<file path="config.mk">
export PLATFORM = sky130hd
export DESIGN_NAME = sprite_display_top
export DESIGN_NICKNAME = d
export VERILOG_FILES = /design/src/logic/sprite_pkg.sv /design/src/logic/display_if.sv /design/src/logic/display_timing.sv /design/src/logic/sprite_fsm.sv /design/src/logic/sprite_rom.sv /design/src/logic/colour_paint.sv /design/src/logic/sprite_display_top.sv
export SDC_FILE = /design/constraint.sdc
export NUM_CORES = 1
export LEC_CHECK = 0
export ABC_AREA = 0
export BUFFER_PORTS_ARGS = -buffer_cell sky130_fd_sc_hd__clkbuf_2
export CORE_ASPECT_RATIO = 0.7
export CORE_UTILIZATION = 44
export DETAILED_ROUTE_END_ITERATION = 12
export HOLD_SLACK_MARGIN = 0.08
export MAX_ROUTING_LAYER = met4
export PLACE_DENSITY = 0.68
export RECOVER_POWER = 50
export SYNTH_ARGS = -nofsm -noshare
export SYNTH_HDL_FRONTEND = slang
export SYNTH_SLANG_ARGS = --single-unit
</file>
<file path="constraint.sdc">
create_clock -name clk_pix -period 3.09 [get_ports clk_pix]
set_clock_uncertainty 0.1 [all_clocks]
set_input_delay 0.618 -clock clk_pix [delete_from_list [all_inputs] [get_ports clk_pix]]
set_output_delay 0.618 -clock clk_pix [all_outputs]
set_load 0.02 [all_outputs]
</file>
<file path="src/logic/letter_f.mem">
// letter F bitmap, one row per line from the top
// eight binary columns, leftmost digit is column 0
11111110
11000000
11000000
11111100
11000000
11000000
11000000
00000000

</file>
<file path="src/logic/sprite_pkg.sv">
// panel timing for the 480x272 rgb lcd
// sprite geometry and rgb565 colours
`default_nettype none

package sprite_pkg;

	localparam int CORDW = 16;  // signed screen coordinate bits

	// visible area
	localparam int H_RES = 480;
	localparam int V_RES = 272;

	// horizontal blanking in pixels
	localparam int H_FP   = 8;
	localparam int H_SYNC = 4;
	localparam int H_BP   = 33;  // 525 pixels per line

	// vertical blanking in lines
	localparam int V_FP   = 4;
	localparam int V_SYNC = 4;
	localparam int V_BP   = 6;  // 286 lines per frame

	// counters start negative so the visible area begins at zero
	localparam int H_STA = -(H_FP + H_SYNC + H_BP);
	localparam int V_STA = -(V_FP + V_SYNC + V_BP);

	// sync windows, front porch comes first
	localparam int H_SYNC_STA = H_STA + H_FP;
	localparam int H_SYNC_END = H_SYNC_STA + H_SYNC - 1;
	localparam int V_SYNC_STA = V_STA + V_FP;
	localparam int V_SYNC_END = V_SYNC_STA + V_SYNC - 1;

	// sprite bitmap
	localparam int SPR_WIDTH  = 8;
	localparam int SPR_HEIGHT = 8;
	localparam int SPR_SCALE  = 3;  // 2^3 = 8x
	localparam int SPR_W_PIX  = SPR_WIDTH << SPR_SCALE;   // 64 on screen
	localparam int SPR_H_PIX  = SPR_HEIGHT << SPR_SCALE;
	localparam int SPR_ADDRW  = $clog2(SPR_HEIGHT);  // row address
	localparam int SPR_COLW   = $clog2(SPR_WIDTH);   // column index
	localparam     SPR_FILE   = "/design/src/logic/letter_f.mem";

	// rgb565 colours
	localparam logic [15:0] COL_FG = 16'hF600;  // yellow
	localparam logic [15:0] COL_BG = 16'h118E;  // blue

endpackage

`default_nettype wire

</file>
<file path="src/logic/display_if.sv">
// display coordinates and timing strobes
// one source, any number of sinks
`default_nettype none

interface display_if import sprite_pkg::*; ();

	logic signed [CORDW-1:0] sx;  // screen x, negative in blanking
	logic signed [CORDW-1:0] sy;  // screen y
	logic hsync;  // active low
	logic vsync;  // active low
	logic de;     // visible pixel
	logic line;   // first pixel of each line
	logic frame;  // first pixel of each frame

	// timing generator side
	modport source (
		output sx, sy, hsync, vsync, de, line, frame
	);

	// sprite engine and painter side
	modport sink (
		input sx, sy, hsync, vsync, de, line, frame
	);

endinterface

`default_nettype wire

</file>
<file path="src/logic/display_timing.sv">
// display timing generator
// signed coordinates, syncs, data enable, line and frame strobes
`default_nettype none

module display_timing import sprite_pkg::*; (
	input  wire logic clk_pix,
	input  wire logic rst_n,
	display_if.source disp
);

	// running counters, every output is registered from these
	logic signed [CORDW-1:0] x;
	logic signed [CORDW-1:0] y;

	always_ff @(posedge clk_pix) begin
		if (!rst_n) begin
			x <= CORDW'(H_STA);
			y <= CORDW'(V_STA);
		end else if (x == H_RES-1) begin  // end of line
			x <= CORDW'(H_STA);
			if (y == V_RES-1) begin  // end of frame
				y <= CORDW'(V_STA);
			end else begin
				y <= y + CORDW'(1);
			end
		end else begin
			x <= x + CORDW'(1);
		end
	end

	// registered outputs, sx and sy line up with the strobes
	always_ff @(posedge clk_pix) begin
		if (!rst_n) begin
			disp.sx    <= CORDW'(H_STA);
			disp.sy    <= CORDW'(V_STA);
			disp.hsync <= 1'b1;  // inactive
			disp.vsync <= 1'b1;
			disp.de    <= 1'b0;
			disp.line  <= 1'b0;
			disp.frame <= 1'b0;
		end else begin
			disp.sx <= x;
			disp.sy <= y;

			// syncs low inside their windows
			disp.hsync <= !(x >= H_SYNC_STA && x <= H_SYNC_END);
			disp.vsync <= !(y >= V_SYNC_STA && y <= V_SYNC_END);

			// visible area is the non-negative quadrant
			disp.de <= (x >= 0) && (y >= 0);

			disp.line  <= (x == H_STA);
			disp.frame <= (x == H_STA) && (y == V_STA);
		end
	end

endmodule

`default_nettype wire

</file>
<file path="src/logic/sprite_fsm.sv">
// sprite engine for one scaled 1-bit bitmap
// row prefetch per line, horizontal and vertical scale counters
`default_nettype none

module sprite_fsm import sprite_pkg::*; (
	input  wire logic                    clk_pix,
	input  wire logic                    rst_n,
	display_if.sink                      disp,
	input  wire logic signed [CORDW-1:0] sprx,
	input  wire logic signed [CORDW-1:0] spry,
	output      logic [SPR_ADDRW-1:0]    rom_addr,
	input  wire logic [SPR_WIDTH-1:0]    rom_data,
	output      logic                    drawing,  // one cycle after its coordinate
	output      logic                    pix
);

	enum logic [2:0] {IDLE, REG_POS, WAIT_POS, DRAW, NEXT_LINE, DONE} state;

	logic signed [CORDW-1:0] spr_x;  // position for the current frame
	logic signed [CORDW-1:0] spr_y;
	logic signed [CORDW-1:0] dx;     // offset of the next pixel
	logic signed [CORDW-1:0] dy;     // offset of this line
	logic in_line;    // line crosses the sprite
	logic first_row;  // top of sprite or top of frame
	logic [SPR_ADDRW-1:0] row;       // bitmap row
	logic [SPR_ADDRW-1:0] row_next;
	logic [SPR_SCALE-1:0] cnt_y;     // vertical scale
	logic [SPR_COLW-1:0]  col;       // bitmap column
	logic [SPR_SCALE-1:0] cnt_x;     // horizontal scale
	logic [SPR_WIDTH-1:0] bits;      // row being shifted out, msb first

	always_comb begin
		dy = disp.sy - spr_y;
		dx = disp.sx + CORDW'(1) - spr_x;
		in_line = (dy >= 0) && (dy < SPR_H_PIX);
		// sprite may start above the first line of the frame
		first_row = (dy == 0) || (disp.sy == V_STA);
		row_next = first_row ? dy[SPR_SCALE +: SPR_ADDRW] : row;
	end

	// stable for the whole line, data ready on the first WAIT_POS cycle
	assign rom_addr = row_next;

	always_ff @(posedge clk_pix) begin
		if (!rst_n) begin
			state   <= IDLE;
			drawing <= 1'b0;
			spr_x   <= '0;
			spr_y   <= '0;
			row     <= '0;
			cnt_y   <= '0;
			col     <= '0;
			cnt_x   <= '0;
		end else begin
			if (disp.frame) begin  // new position from next frame only
				spr_x <= sprx;
				spr_y <= spry;
			end
			drawing <= 1'b0;

			case (state)
				IDLE: if (disp.line) state <= REG_POS;
				REG_POS: begin  // sx is H_STA+1 here
					if (in_line) begin
						row <= row_next;
						if (first_row) cnt_y <= dy[SPR_SCALE-1:0];
						state <= WAIT_POS;
					end else begin
						state <= (dy < 0) ? IDLE : DONE;  // above or below
					end
				end
				WAIT_POS: begin
					if (disp.sx == H_RES-1 || dx >= SPR_W_PIX) begin
						state <= NEXT_LINE;  // nothing left to show
					end else if (dx >= 0) begin  // left edge next, maybe clipped
						col   <= dx[SPR_SCALE +: SPR_COLW];
						cnt_x <= dx[SPR_SCALE-1:0];
						state <= DRAW;
					end
				end
				DRAW: begin
					drawing <= 1'b1;
					cnt_x <= cnt_x + 1'b1;
					if (cnt_x == '1) col <= col + 1'b1;
					// stop at the sprite edge or the screen edge
					if (disp.sx == H_RES-1 || (col == '1 && cnt_x == '1)) begin
						state <= NEXT_LINE;
					end
				end
				NEXT_LINE: begin
					cnt_y <= cnt_y + 1'b1;
					if (cnt_y == '1) row <= row + 1'b1;
					if (disp.line) begin  // right edge clip lands on line start
						state <= REG_POS;
					end else if (row == '1 && cnt_y == '1) begin
						state <= DONE;
					end else begin
						state <= IDLE;
					end
				end
				DONE: if (disp.frame) state <= REG_POS;  // frame implies line
				default: state <= IDLE;
			endcase
		end
	end

	// bitmap shifter
	always_ff @(posedge clk_pix) begin
		if (state == WAIT_POS) begin
			bits <= rom_data << dx[SPR_SCALE +: SPR_COLW];  // skip clipped columns
		end else if (state == DRAW && cnt_x == '1) begin
			bits <= bits << 1;
		end
		pix <= bits[SPR_WIDTH-1];
	end

endmodule

`default_nettype wire

</file>
<file path="src/logic/sprite_rom.sv">
// sprite bitmap memory
// one row per address, registered read
`default_nettype none

module sprite_rom import sprite_pkg::*; (
	input  wire logic                 clk_pix,
	input  wire logic [SPR_ADDRW-1:0] rom_addr,
	output      logic [SPR_WIDTH-1:0] rom_data
);

	// leftmost digit of a file row lands in the msb
	logic [SPR_WIDTH-1:0] mem [SPR_HEIGHT];

	initial begin
		$readmemb(SPR_FILE, mem);
	end

	always_ff @(posedge clk_pix) begin
		rom_data <= mem[rom_addr];  // one cycle latency
	end

endmodule

`default_nettype wire

</file>
<file path="src/logic/colour_paint.sv">
// colour select and output register stage
// sync alignment and blanking to black
`default_nettype none

module colour_paint import sprite_pkg::*; (
	input  wire logic clk_pix,
	input  wire logic rst_n,
	display_if.sink   disp,
	input  wire logic drawing,
	input  wire logic pix,
	output      logic vga_hsync,
	output      logic vga_vsync,
	output      logic vga_de,
	output      logic [4:0] vga_r,
	output      logic [5:0] vga_g,
	output      logic [4:0] vga_b
);

	logic hsync_d;  // aligned with drawing and pix
	logic vsync_d;
	logic de_d;
	logic [15:0] colour;  // rgb565

	always_ff @(posedge clk_pix) begin
		if (!rst_n) begin
			hsync_d <= 1'b1;
			vsync_d <= 1'b1;
			de_d    <= 1'b0;
		end else begin
			hsync_d <= disp.hsync;
			vsync_d <= disp.vsync;
			de_d    <= disp.de;
		end
	end

	// yellow letter on blue
	always_comb colour = (drawing && pix) ? COL_FG : COL_BG;

	always_ff @(posedge clk_pix) begin
		if (!rst_n) begin
			vga_hsync <= 1'b1;
			vga_vsync <= 1'b1;
			vga_de    <= 1'b0;
			vga_r     <= '0;
			vga_g     <= '0;
			vga_b     <= '0;
		end else begin
			vga_hsync <= hsync_d;
			vga_vsync <= vsync_d;
			vga_de    <= de_d;
			vga_r     <= de_d ? colour[15:11] : '0;  // black in blanking
			vga_g     <= de_d ? colour[10:5]  : '0;
			vga_b     <= de_d ? colour[4:0]   : '0;
		end
	end

endmodule

`default_nettype wire

</file>
<file path="src/logic/sprite_display_top.sv">
// sprite display top level
// timing, sprite engine, bitmap memory and painter
`default_nettype none

module sprite_display_top import sprite_pkg::*; (
	input  wire logic                    clk_pix,
	input  wire logic                    rst_n,
	input  wire logic signed [CORDW-1:0] sprx,  // taken at frame start
	input  wire logic signed [CORDW-1:0] spry,
	output      logic                    vga_hsync,
	output      logic                    vga_vsync,
	output      logic                    vga_de,
	output      logic [4:0]              vga_r,
	output      logic [5:0]              vga_g,
	output      logic [4:0]              vga_b
);

	display_if disp ();  // coordinates and strobes

	logic [SPR_ADDRW-1:0] rom_addr;
	logic [SPR_WIDTH-1:0] rom_data;
	logic drawing;  // sprite covers the pixel
	logic pix;      // bitmap bit

	display_timing timing_inst (
		.clk_pix,
		.rst_n,
		.disp(disp)
	);

	sprite_fsm sprite_inst (
		.clk_pix,
		.rst_n,
		.disp(disp),
		.sprx,
		.spry,
		.rom_addr,
		.rom_data,
		.drawing,
		.pix
	);

	sprite_rom rom_inst (
		.clk_pix,
		.rom_addr,
		.rom_data
	);

	// two cycles from coordinate to pins
	colour_paint paint_inst (
		.clk_pix,
		.rst_n,
		.disp(disp),
		.drawing,
		.pix,
		.vga_hsync,
		.vga_vsync,
		.vga_de,
		.vga_r,
		.vga_g,
		.vga_b
	);

endmodule

`default_nettype wire

</file>
==> results_dict.tcl, run 1 <==
set metrics [dict create \
    grt_overflow 0 \
    avgSynthCellArea_um2 8.43 \
    synthArstFlopShare 0 \
    setup_ws_ns 0.618 \
    first_global_vias 1370 \
    crit_type "reg2reg" \
    wirelength_mm 3.79 \
    cts_tree "done" \
    remaining_drc_errors 8 \
    crit_path_start_kind "flip-flop" \
    port_buffers 10 \
    fin_area_um2 2150 \
    cts_root_buf "clkbuf_8" \
    netlist.area_leader.share 0.404 \
    dpl.hpwl_mm 2.69 \
    layout_commonest_cell "dfxtp_1" \
    die_area_um2 5020 \
    crit_chain "or4_4, nor4_1, o21ai_0, nor4_1, o21ai_0" \
    yosys.area.top_type "dfxtp_1" \
    holdPathEnd "paint_inst.vga_hsync" \
    path_delay_family "simple AND/OR/NAND/NOR gates" \
    ios 53 \
    drt_pre_antenna_iters 8 \
    min-delay-start "paint_inst.hsync_d" \
    grt_max_degree 29 \
    worstReg2RegEnd "timing_inst.y[13]" \
    rows 20 \
    ir_drop_v 0.000161 \
    setup_viol 0 \
    maxSlewViolCount 0 \
    final_nets 290 \
    grt.total_usage 0.170 \
    cts.sinks 42 \
    worst-endpoint-required_ns 3.12 \
    critPathBufInv 0 \
    coreArea_um2 4430 \
    failed_checks "design-rule violations" \
    n_fill_cell 436 \
    vias 1630 \
    drt-vias-per-instance 5.36 \
    layout_common_cells "42 x dfxtp_1, 35 x nand2_1, 16 x nand3_1" \
    grt_pass1_wl_mm 6.46 \
    setup_tns_ns 0 \
    synth_area_leaders "dfxtp_1 40%, nand2_1 6.3%, buf_4 5.4%, ha_1 4.8%, nand3_1 3.8%" \
    syn_area_um2 2080 \
    r2r_cells 5 \
    diodes 0 \
    ys_types 39 \
    antenna_found_initial 0 \
    cts_setup_buffers 0 \
    clkSlewWorstSetupHoldPaths_ns 0.09 \
    synth_top_flop_cell "dfxtp_1" \
    place_area_um2 2070 \
    rsz0062_at_grt "no" \
    fin_crit_sh 0.800 \
    cts_made_buffers 5 \
    tightest_slew_ns 1.05 \
    drive_above_1_share 0.0562 \
    slowest_stage "or4_4" \
    postCtsHoldBufs 0 \
    pre_cts_ws_ns 0.752 \
    clock_path_buffers 2 \
    antenna_left 0 \
    min_period_ns 2.47 \
    die_w_um 84.2 \
    r2r-start "timing_inst.x[9]" \
    worstSkewPairLatency_ns 0.30 \
    status "complete, but fails checks" \
    p_per_area_nw_per_um2 452 \
    crit_path_max_incr_delay_ns 0.59 \
    cp.arrival_ns 2.50 \
    die_h_um 59.6 \
    wl_per_cell_um 12.5 \
    area_growth_pct 3.37 \
    critPathMaxFanout 6 \
    fmax_mhz 405 \
    power_leakage_nw 0.858 \
    maxCapViolCount 0 \
    synth-edff-count 0 \
    maxSlewHeadroom 0.297 \
    ys_seq_area_frac 0.404 \
    hold_class "reg2reg" \
    initial_core_util 0.470 \
    yosys_warnings 0 \
    power_mw 0.972 \
    cts.repair.resized 0 \
    timing.final.hold_violations 0 \
    cts_htree_levels 2 \
    first_iter_violations 117 \
    synth-seq-cells 42 \
    syn-instance-count 247 \
    gp_congestion 0.889 \
    end_kind "flip-flop" \
    r2r_slack_ns 0.62 \
    hold_depth 1 \
]
through the flow:
stage,hold slack (ns),util,cells
3_5_place_dp,0.292,0.468,296
6_report,0.312,0.486,304
3_3_place_gp,0.288,0.468,296
2_1_floorplan,0.286,-,256
5_1_grt,0.335,0.486,304
4_1_cts,0.314,0.489,304
power by group:
| group | leakage [nW] | internal (mW) | switching, mW |
|---|---|---|---|
| clock | 0.0408 | 0.161 | 0.201 |
| sequential | 0.341 | 0.550 | 0.0126 |
| combinational | 0.476 | 0.0153 | 0.0318 |
worst max-delay path by stage:
stage	cells after the start	slack (ns)	endpoint	start
floorplan	6	0.96	timing_inst.y[11]	timing_inst.x[9]
global placement	5	0.77	timing_inst.y[4]	timing_inst.x[9]
detailed placement	5	0.75	timing_inst.y[4]	timing_inst.x[9]
CTS	5	0.69	timing_inst.y[13]	timing_inst.x[9]
global route	6	0.46	timing_inst.y[13]	timing_inst.x[1]
finish	5	0.62	timing_inst.y[13]	timing_inst.x[9]
routing by layer:
layer / wire length (µm) / GRT usage
met1: 2150 / 0.256
met2: 1420 / 0.213
met3: 197 / 0.0460
met4: 18 / 0.0517
met5: 0 / -
registers in the layout, indices dropped and copies added (netlist names):
register	count
timing_inst.disp.hsync	1
paint_inst.vga_hsync	1
timing_inst.x	16
paint_inst.hsync_d	1
paint_inst.vga_b	1
paint_inst.vsync_d	1
timing_inst.disp.de	1
paint_inst.de_d	1
paint_inst.vga_vsync	1
paint_inst.vga_de	1
timing_inst.y	16
timing_inst.disp.vsync	1
layout make-up:
type	count	area, µm²	area share
clock buffers	5	68.8	0.0320
flip-flops and latches	42	841	0.391
clock inverters	3	23.8	0.0110
repair buffers	10	37.5	0.0174
multi-input cells	182	1090	0.505
well taps	55	68.8	0.0320
inverters	7	26.3	0.0122
cell usage after synthesis (all sizes together) (8+ instances only):
cell type and number:
ha 8, dfxtp 42, nand3 16, nand4 8, and2 8, a21oi 8, nand2 35, xor2 9
buf 18, nor4 8, o21ai 17
logic make-up after synthesis:
group	count (synthesis)	share of synthesized area
compound gates	35	0.0944
xor+xnor	14	0.0589
fa+ha+maj	8	0.0481
buf+inv	32	0.0895
flops	42	0.404
other cells	1	0.00180
simple gates	115	0.303
No activity file was read; power rests on OpenSTA's default activity.
==> run 2: changes to the inputs <==
--- a/config.mk
+++ b/config.mk
@@ -5,14 +5,14 @@
 export SDC_FILE = /design/constraint.sdc
 export NUM_CORES = 1
 export LEC_CHECK = 0
-export ABC_AREA = 0
+export ABC_AREA = 1
 export BUFFER_PORTS_ARGS = -buffer_cell sky130_fd_sc_hd__clkbuf_2
 export CORE_ASPECT_RATIO = 0.7
 export CORE_UTILIZATION = 44
 export DETAILED_ROUTE_END_ITERATION = 12
 export HOLD_SLACK_MARGIN = 0.08
 export MAX_ROUTING_LAYER = met4
-export PLACE_DENSITY = 0.68
+export PLACE_DENSITY = 0.67
 export RECOVER_POWER = 50
 export SYNTH_ARGS = -nofsm -noshare
 export SYNTH_HDL_FRONTEND = slang
==> constraint.sdc (replaced) <==
create_clock -name clk_pix -period 2.4 [get_ports clk_pix]
set_clock_uncertainty 0.1 [all_clocks]
set_input_delay 0.48 -clock clk_pix [delete_from_list [all_inputs] [get_ports clk_pix]]
set_output_delay 0.48 -clock clk_pix [all_outputs]
set_load 0.02 [all_outputs]
==> run 2 against run 1 <==
Final area increased by 13%; via count increased by 30%; the flow now finishes without violations; synthesized cell count increased by 40%; clock power increased by 27%.
==> results_dict.tcl, run 2 <==
set metrics [dict create \
    status "completed" \
    die_h_um 62.9 \
    yosysMostFrequentCell "nand2_1" \
    slowest_stage "dfxtp_1" \
    power_leakage_nw 1.24 \
    utilization 0.494 \
    pre_cts_ws_ns 0.467 \
    worst-endpoint-required_ns 2.47 \
    cp.arrival_ns 2.02 \
    rows 21 \
    synth_top_flop_cell "dfxtp_1" \
    avgSynthCellArea_um2 6.71 \
    ys_types 25 \
    crit_path_max_incr_delay_ns 0.43 \
    die_w_um 89.0 \
    critPathMaxFanout 11 \
    cts_tree "done" \
    port_buffers 10 \
    synth-seq-cells 42 \
    syn-instance-count 347 \
    cts.repair.resized 0 \
    p_per_area_nw_per_um2 509 \
    cts_htree_levels 2 \
    maxSlewViolCount 0 \
    min_period_ns 1.95 \
    maxSlewHeadroom 0.599 \
    fmax_mhz 513 \
    synth_top_cells_by_count "86 x nand2_1, 44 x nand3_1, 44 x nor2_1" \
    maxCapViolCount 0 \
    end_kind "flip-flop" \
    setup_viol 0 \
    ios 53 \
    cts.sinks 42 \
    synthArstFlopShare 0 \
    hold_class "reg2reg" \
    grt_pass1_wl_mm 8.52 \
    first_global_vias 1727 \
    drt-vias-per-instance 4.97 \
    clkSlewWorstSetupHoldPaths_ns 0.08 \
    placed_cells 418 \
    initial_core_util 0.472 \
    grt_max_degree 14 \
    timing.final.hold_violations 0 \
    wl_per_cell_um 11.8 \
    postCtsHoldBufs 0 \
    antenna_left 0 \
    fin_crit_sh 0.812 \
    dpl.hpwl_mm 3.67 \
    vias 2118 \
    crit_chain "ha_1, nand2_2, nor2_2, nand3_1, nor2_2, nand3_1, nand2_1, nand3_1" \
    layout_common_cells "87 x nand2_1, 44 x nor2_1, 44 x nand3_1" \
    drive_above_1_share 0.0672 \
    synth_area_leaders "dfxtp_1 36%, nand2_1 14%, nand3_1 9.5%, nor2_1 7.1%, inv_1 6.1%" \
    yosys_warnings 0 \
    hold_ws_ns 0.316 \
    setup_ws_ns 0.450 \
    coreArea_um2 4940 \
    cts_setup_buffers 0 \
    top_regs "timing_inst.x: 16 flops, timing_inst.y: 16 flops" \
    diodes 0 \
    setup_tns_ns 0 \
    path_common_cell "nand3_1" \
    cts_made_buffers 5 \
    clock_path_buffers 2 \
    grt.total_usage 0.206 \
    yosys.area.top_type "dfxtp_1" \
    worstSkewPairLatency_ns 0.30 \
    cts_root_buf "clkbuf_8" \
    synth-edff-count 0 \
    grt_overflow 0 \
    first_iter_violations 164 \
    ys_seq_area_frac 0.361 \
    crit_type "reg2reg" \
    area_growth_pct 4.83 \
    path_delay_family "simple AND/OR/NAND/NOR gates" \
    power_mw 1.24 \
    critPathBufInv 0 \
    crit_path_start_kind "flip-flop" \
    rsz0062_at_grt "no" \
    drt_pre_antenna_iters 5 \
    die_area_um2 5590 \
    syn_area_um2 2330 \
    netlist.area_leader.share 0.361 \
    tightest_slew_ns 0.602 \
    fin_area_um2 2440 \
    remaining_drc_errors 0 \
    ir_drop_v 0.000254 \
    antenna_found_initial 0 \
    place_area_um2 2370 \
    wirelength_mm 5.04 \
    gp_congestion 0.916 \
    final_nets 398 \
    fin_cells 426 \
    layout_commonest_cell "nand2_1" \
]
run 2: worst paths after layout:
| path | startpoint | to | slack [ns] | cells past startpoint |
|---|---|---|---|---|
| setup / recovery | timing_inst.x[1] | timing_inst.y[13] | 0.45 | 8 |
| hold / removal | timing_inst.disp.de | paint_inst.de_d | 0.32 | 2 |
| setup reg to reg | timing_inst.x[1] | timing_inst.y[13] | 0.45 | 8 |
| hold reg to reg | timing_inst.disp.de | paint_inst.de_d | 0.32 | 2 |
run 2: cell families after synthesis:
kind of cell | after synthesis | share of synthesized area
adder cells (fa/ha/maj) | 8 | 0.0430
XOR/XNOR | 6 | 0.0226
AND/OR/NAND/NOR | 211 | 0.406
other | 1 | 0.00161
AO/OA/AOI/OAI | 19 | 0.0414
flip-flops | 42 | 0.361
buffers and inverters | 60 | 0.125
run 2: layout make-up:
class,instances,area (µm²)
Fill cell,517,2500
Multi-Input combinational cell,254,1230
Sequential cell,42,841
Inverter,42,158
Tap cell,69,86.3
Clock buffer,6,72.6
Timing Repair Buffer,11,41.3
Clock inverter,2,13.8
run 2: report_power, final:
part           internal [mW]  switching [mW]
Sequential             0.705          0.0121
Combinational         0.0160          0.0509
Clock                  0.205           0.254
run 2: worst reg2reg max path, cell delays in order (launching register included):
cell and delay, ns:
dfxtp_1 0.43, ha_1 0.26, nand2_2 0.09, nor2_2 0.15
nand3_1 0.10, nor2_2 0.41, nand3_1 0.14, nand2_1 0.09
nand3_1 0.07
run 2: routing by layer:
metal  wire length, µm  track usage
met5                 0            -
met4                62       0.0655
met3               405       0.0476
met2              1810        0.237
met1              2770        0.334
==> run 3: changes to the inputs <==
--- a/config.mk
+++ b/config.mk
@@ -12,7 +12,7 @@
 export DETAILED_ROUTE_END_ITERATION = 12
 export HOLD_SLACK_MARGIN = 0.08
 export MAX_ROUTING_LAYER = met4
-export PLACE_DENSITY = 0.67
+export PLACE_DENSITY = 0.7
 export RECOVER_POWER = 50
 export SYNTH_ARGS = -nofsm -noshare
 export SYNTH_HDL_FRONTEND = slang
==> constraint.sdc (replaced) <==
create_clock -name clk_pix -period 1.6 [get_ports clk_pix]
set_clock_uncertainty 0.1 [all_clocks]
set_input_delay 0.32 -clock clk_pix [delete_from_list [all_inputs] [get_ports clk_pix]]
set_output_delay 0.32 -clock clk_pix [all_outputs]
set_load 0.02 [all_outputs]
==> run 3 against run 2 <==
Global-route usage up 0.78 points; routed wire length increased by 8.2%; non-clock buffer count up 24.
==> results_dict.tcl, run 3 (same netlist as run 2, synthesis figures left out) <==
set metrics [dict create \
    ir_drop_v 0.000476 \
    grt_overflow 0 \
    cts_made_buffers 5 \
    top_regs "timing_inst.x: 16 flops, timing_inst.y: 16 flops" \
    remaining_drc_errors 0 \
    coreArea_um2 4940 \
    rsz0062_at_grt "yes" \
    grt_pass1_wl_mm 9.01 \
    critPathLaunch "timing_inst.x[1]" \
    die_w_um 89.0 \
    first_iter_violations 237 \
    antenna_found_initial 0 \
    setup_ws_ns 0.0452 \
    crit_type "reg2reg" \
    layout_common_cells "83 x nand2_1, 40 x nand3_1, 38 x inv_1" \
    cts_htree_levels 2 \
    drt_pre_antenna_iters 5 \
    cts_tree "done" \
    slowest_stage "dfxtp_2" \
    maxCapViolCount 0 \
    placed_cells 437 \
    hold_ws_ns 0.234 \
    r2r-start "timing_inst.x[1]" \
    vias 2237 \
    postCtsHoldBufs 0 \
    min_period_ns 1.55 \
    worstReg2RegEnd "timing_inst.y[11]" \
    antenna_left 0 \
    cp.arrival_ns 1.64 \
    p_per_area_nw_per_um2 706 \
    grt_max_degree 14 \
    fin_crit_sh 0.972 \
    critPathMaxFanout 6 \
    maxSlewViolCount 0 \
    grt.total_usage 0.214 \
    worst-endpoint-required_ns 1.69 \
    drive_above_1_share 0.207 \
    die_area_um2 5590 \
    pre_cts_ws_ns 0.00969 \
    drt-vias-per-instance 4.97 \
    cts_root_buf "clkbuf_8" \
    final_nets 422 \
    clock_path_buffers 2 \
    fin_cells 450 \
    r2r_slack_ns 0.05 \
    crit_path_start_kind "flip-flop" \
    timing.final.hold_violations 0 \
    r2r_cells 9 \
    crit_path_max_incr_delay_ns 0.36 \
    place_area_um2 2530 \
    worstSkewPairLatency_ns 0.30 \
    cts.sinks 42 \
    initial_core_util 0.472 \
    diodes 0 \
    layout_commonest_cell "nand2_1" \
    port_buffers 10 \
    area_growth_pct 19.0 \
    die_h_um 62.9 \
    critPathCapture "timing_inst.y[11]" \
    setup_viol 0 \
    wirelength_mm 5.46 \
    fmax_mhz 643 \
    crit_chain "ha_4, nand2_4, nor2_4, nand3_2, nor2_4, buf_12, nand3_1, nand2_1, nand3_2" \
    end_kind "flip-flop" \
    setup_tns_ns 0 \
    ios 53 \
    status "completed" \
    dpl.hpwl_mm 3.95 \
    wl_per_cell_um 12.1 \
    first_global_vias 1923 \
    gp_congestion 0.866 \
    clkSlewWorstSetupHoldPaths_ns 0.09 \
    power_leakage_nw 1.40 \
    fin_area_um2 2770 \
    hold_class "in2reg" \
    rows 21 \
]
-- run 3: metal layers --
metal	GRT usage	routed length (µm)	up-vias
met5	-	0	-
met4	0.0536	41	0
met3	0.0436	407	4
met2	0.281	2160	94
met1	0.327	2850	997
li1	-	-	1142
-- run 3: stage by stage --
step | total power [mW] | utilization
finish | 1.96 | 0.561
global route | 2.04 | 0.561
CTS | 1.94 | 0.532
detailed placement | 1.22 | 0.512
global placement | 1.22 | 0.512
floorplan | 1.20 | -
-- run 3: area by class of cell --
cell class / instances / area, µm²
Clock buffer: 6 / 82.6
Clock inverter: 2 / 12.5
Fill cell: 469 / 2170
Inverter: 42 / 158
Multi-Input combinational cell: 254 / 1330
Sequential cell: 42 / 848
Tap cell: 69 / 86.3
Timing Repair Buffer: 35 / 256
-- run 3: worst min-delay path by stage --
stage          cells past startpoint                   start  slack (ns)                  to
6_report                           2                   rst_n        0.23    timing_inst.y[4]
5_1_grt                            2                   rst_n        0.23    timing_inst.y[4]
4_1_cts                            2                   rst_n        0.23    timing_inst.y[4]
3_5_place_dp                       1  timing_inst.disp.hsync        0.30  paint_inst.hsync_d
3_3_place_gp                       1  timing_inst.disp.hsync        0.30  paint_inst.hsync_d
2_1_floorplan                      2     timing_inst.disp.de        0.29     paint_inst.de_d
-- run 3: repair_timing --
action / CTS / global route
pin swaps: 0 / 9
gates cloned: 0 / 1
buffers inserted: 0 / 4
gates resized for setup: 1 / 29
setup endpoints to repair: 3 / 26
-- run 3: report_power, final --
part           total [mW]  internal (mW)  switching [mW]
sequential           1.08           1.06          0.0177
combinational       0.141         0.0487          0.0927
clock               0.736          0.347           0.389
-- run 3: worst max-delay path, delay by kind of cell (launching register included) --
kind,cells,cell delay [ns]
buffers and inverters,1,0.14
adders and majority gates,1,0.16
DFF,1,0.36
and+or+nand+nor,7,0.68
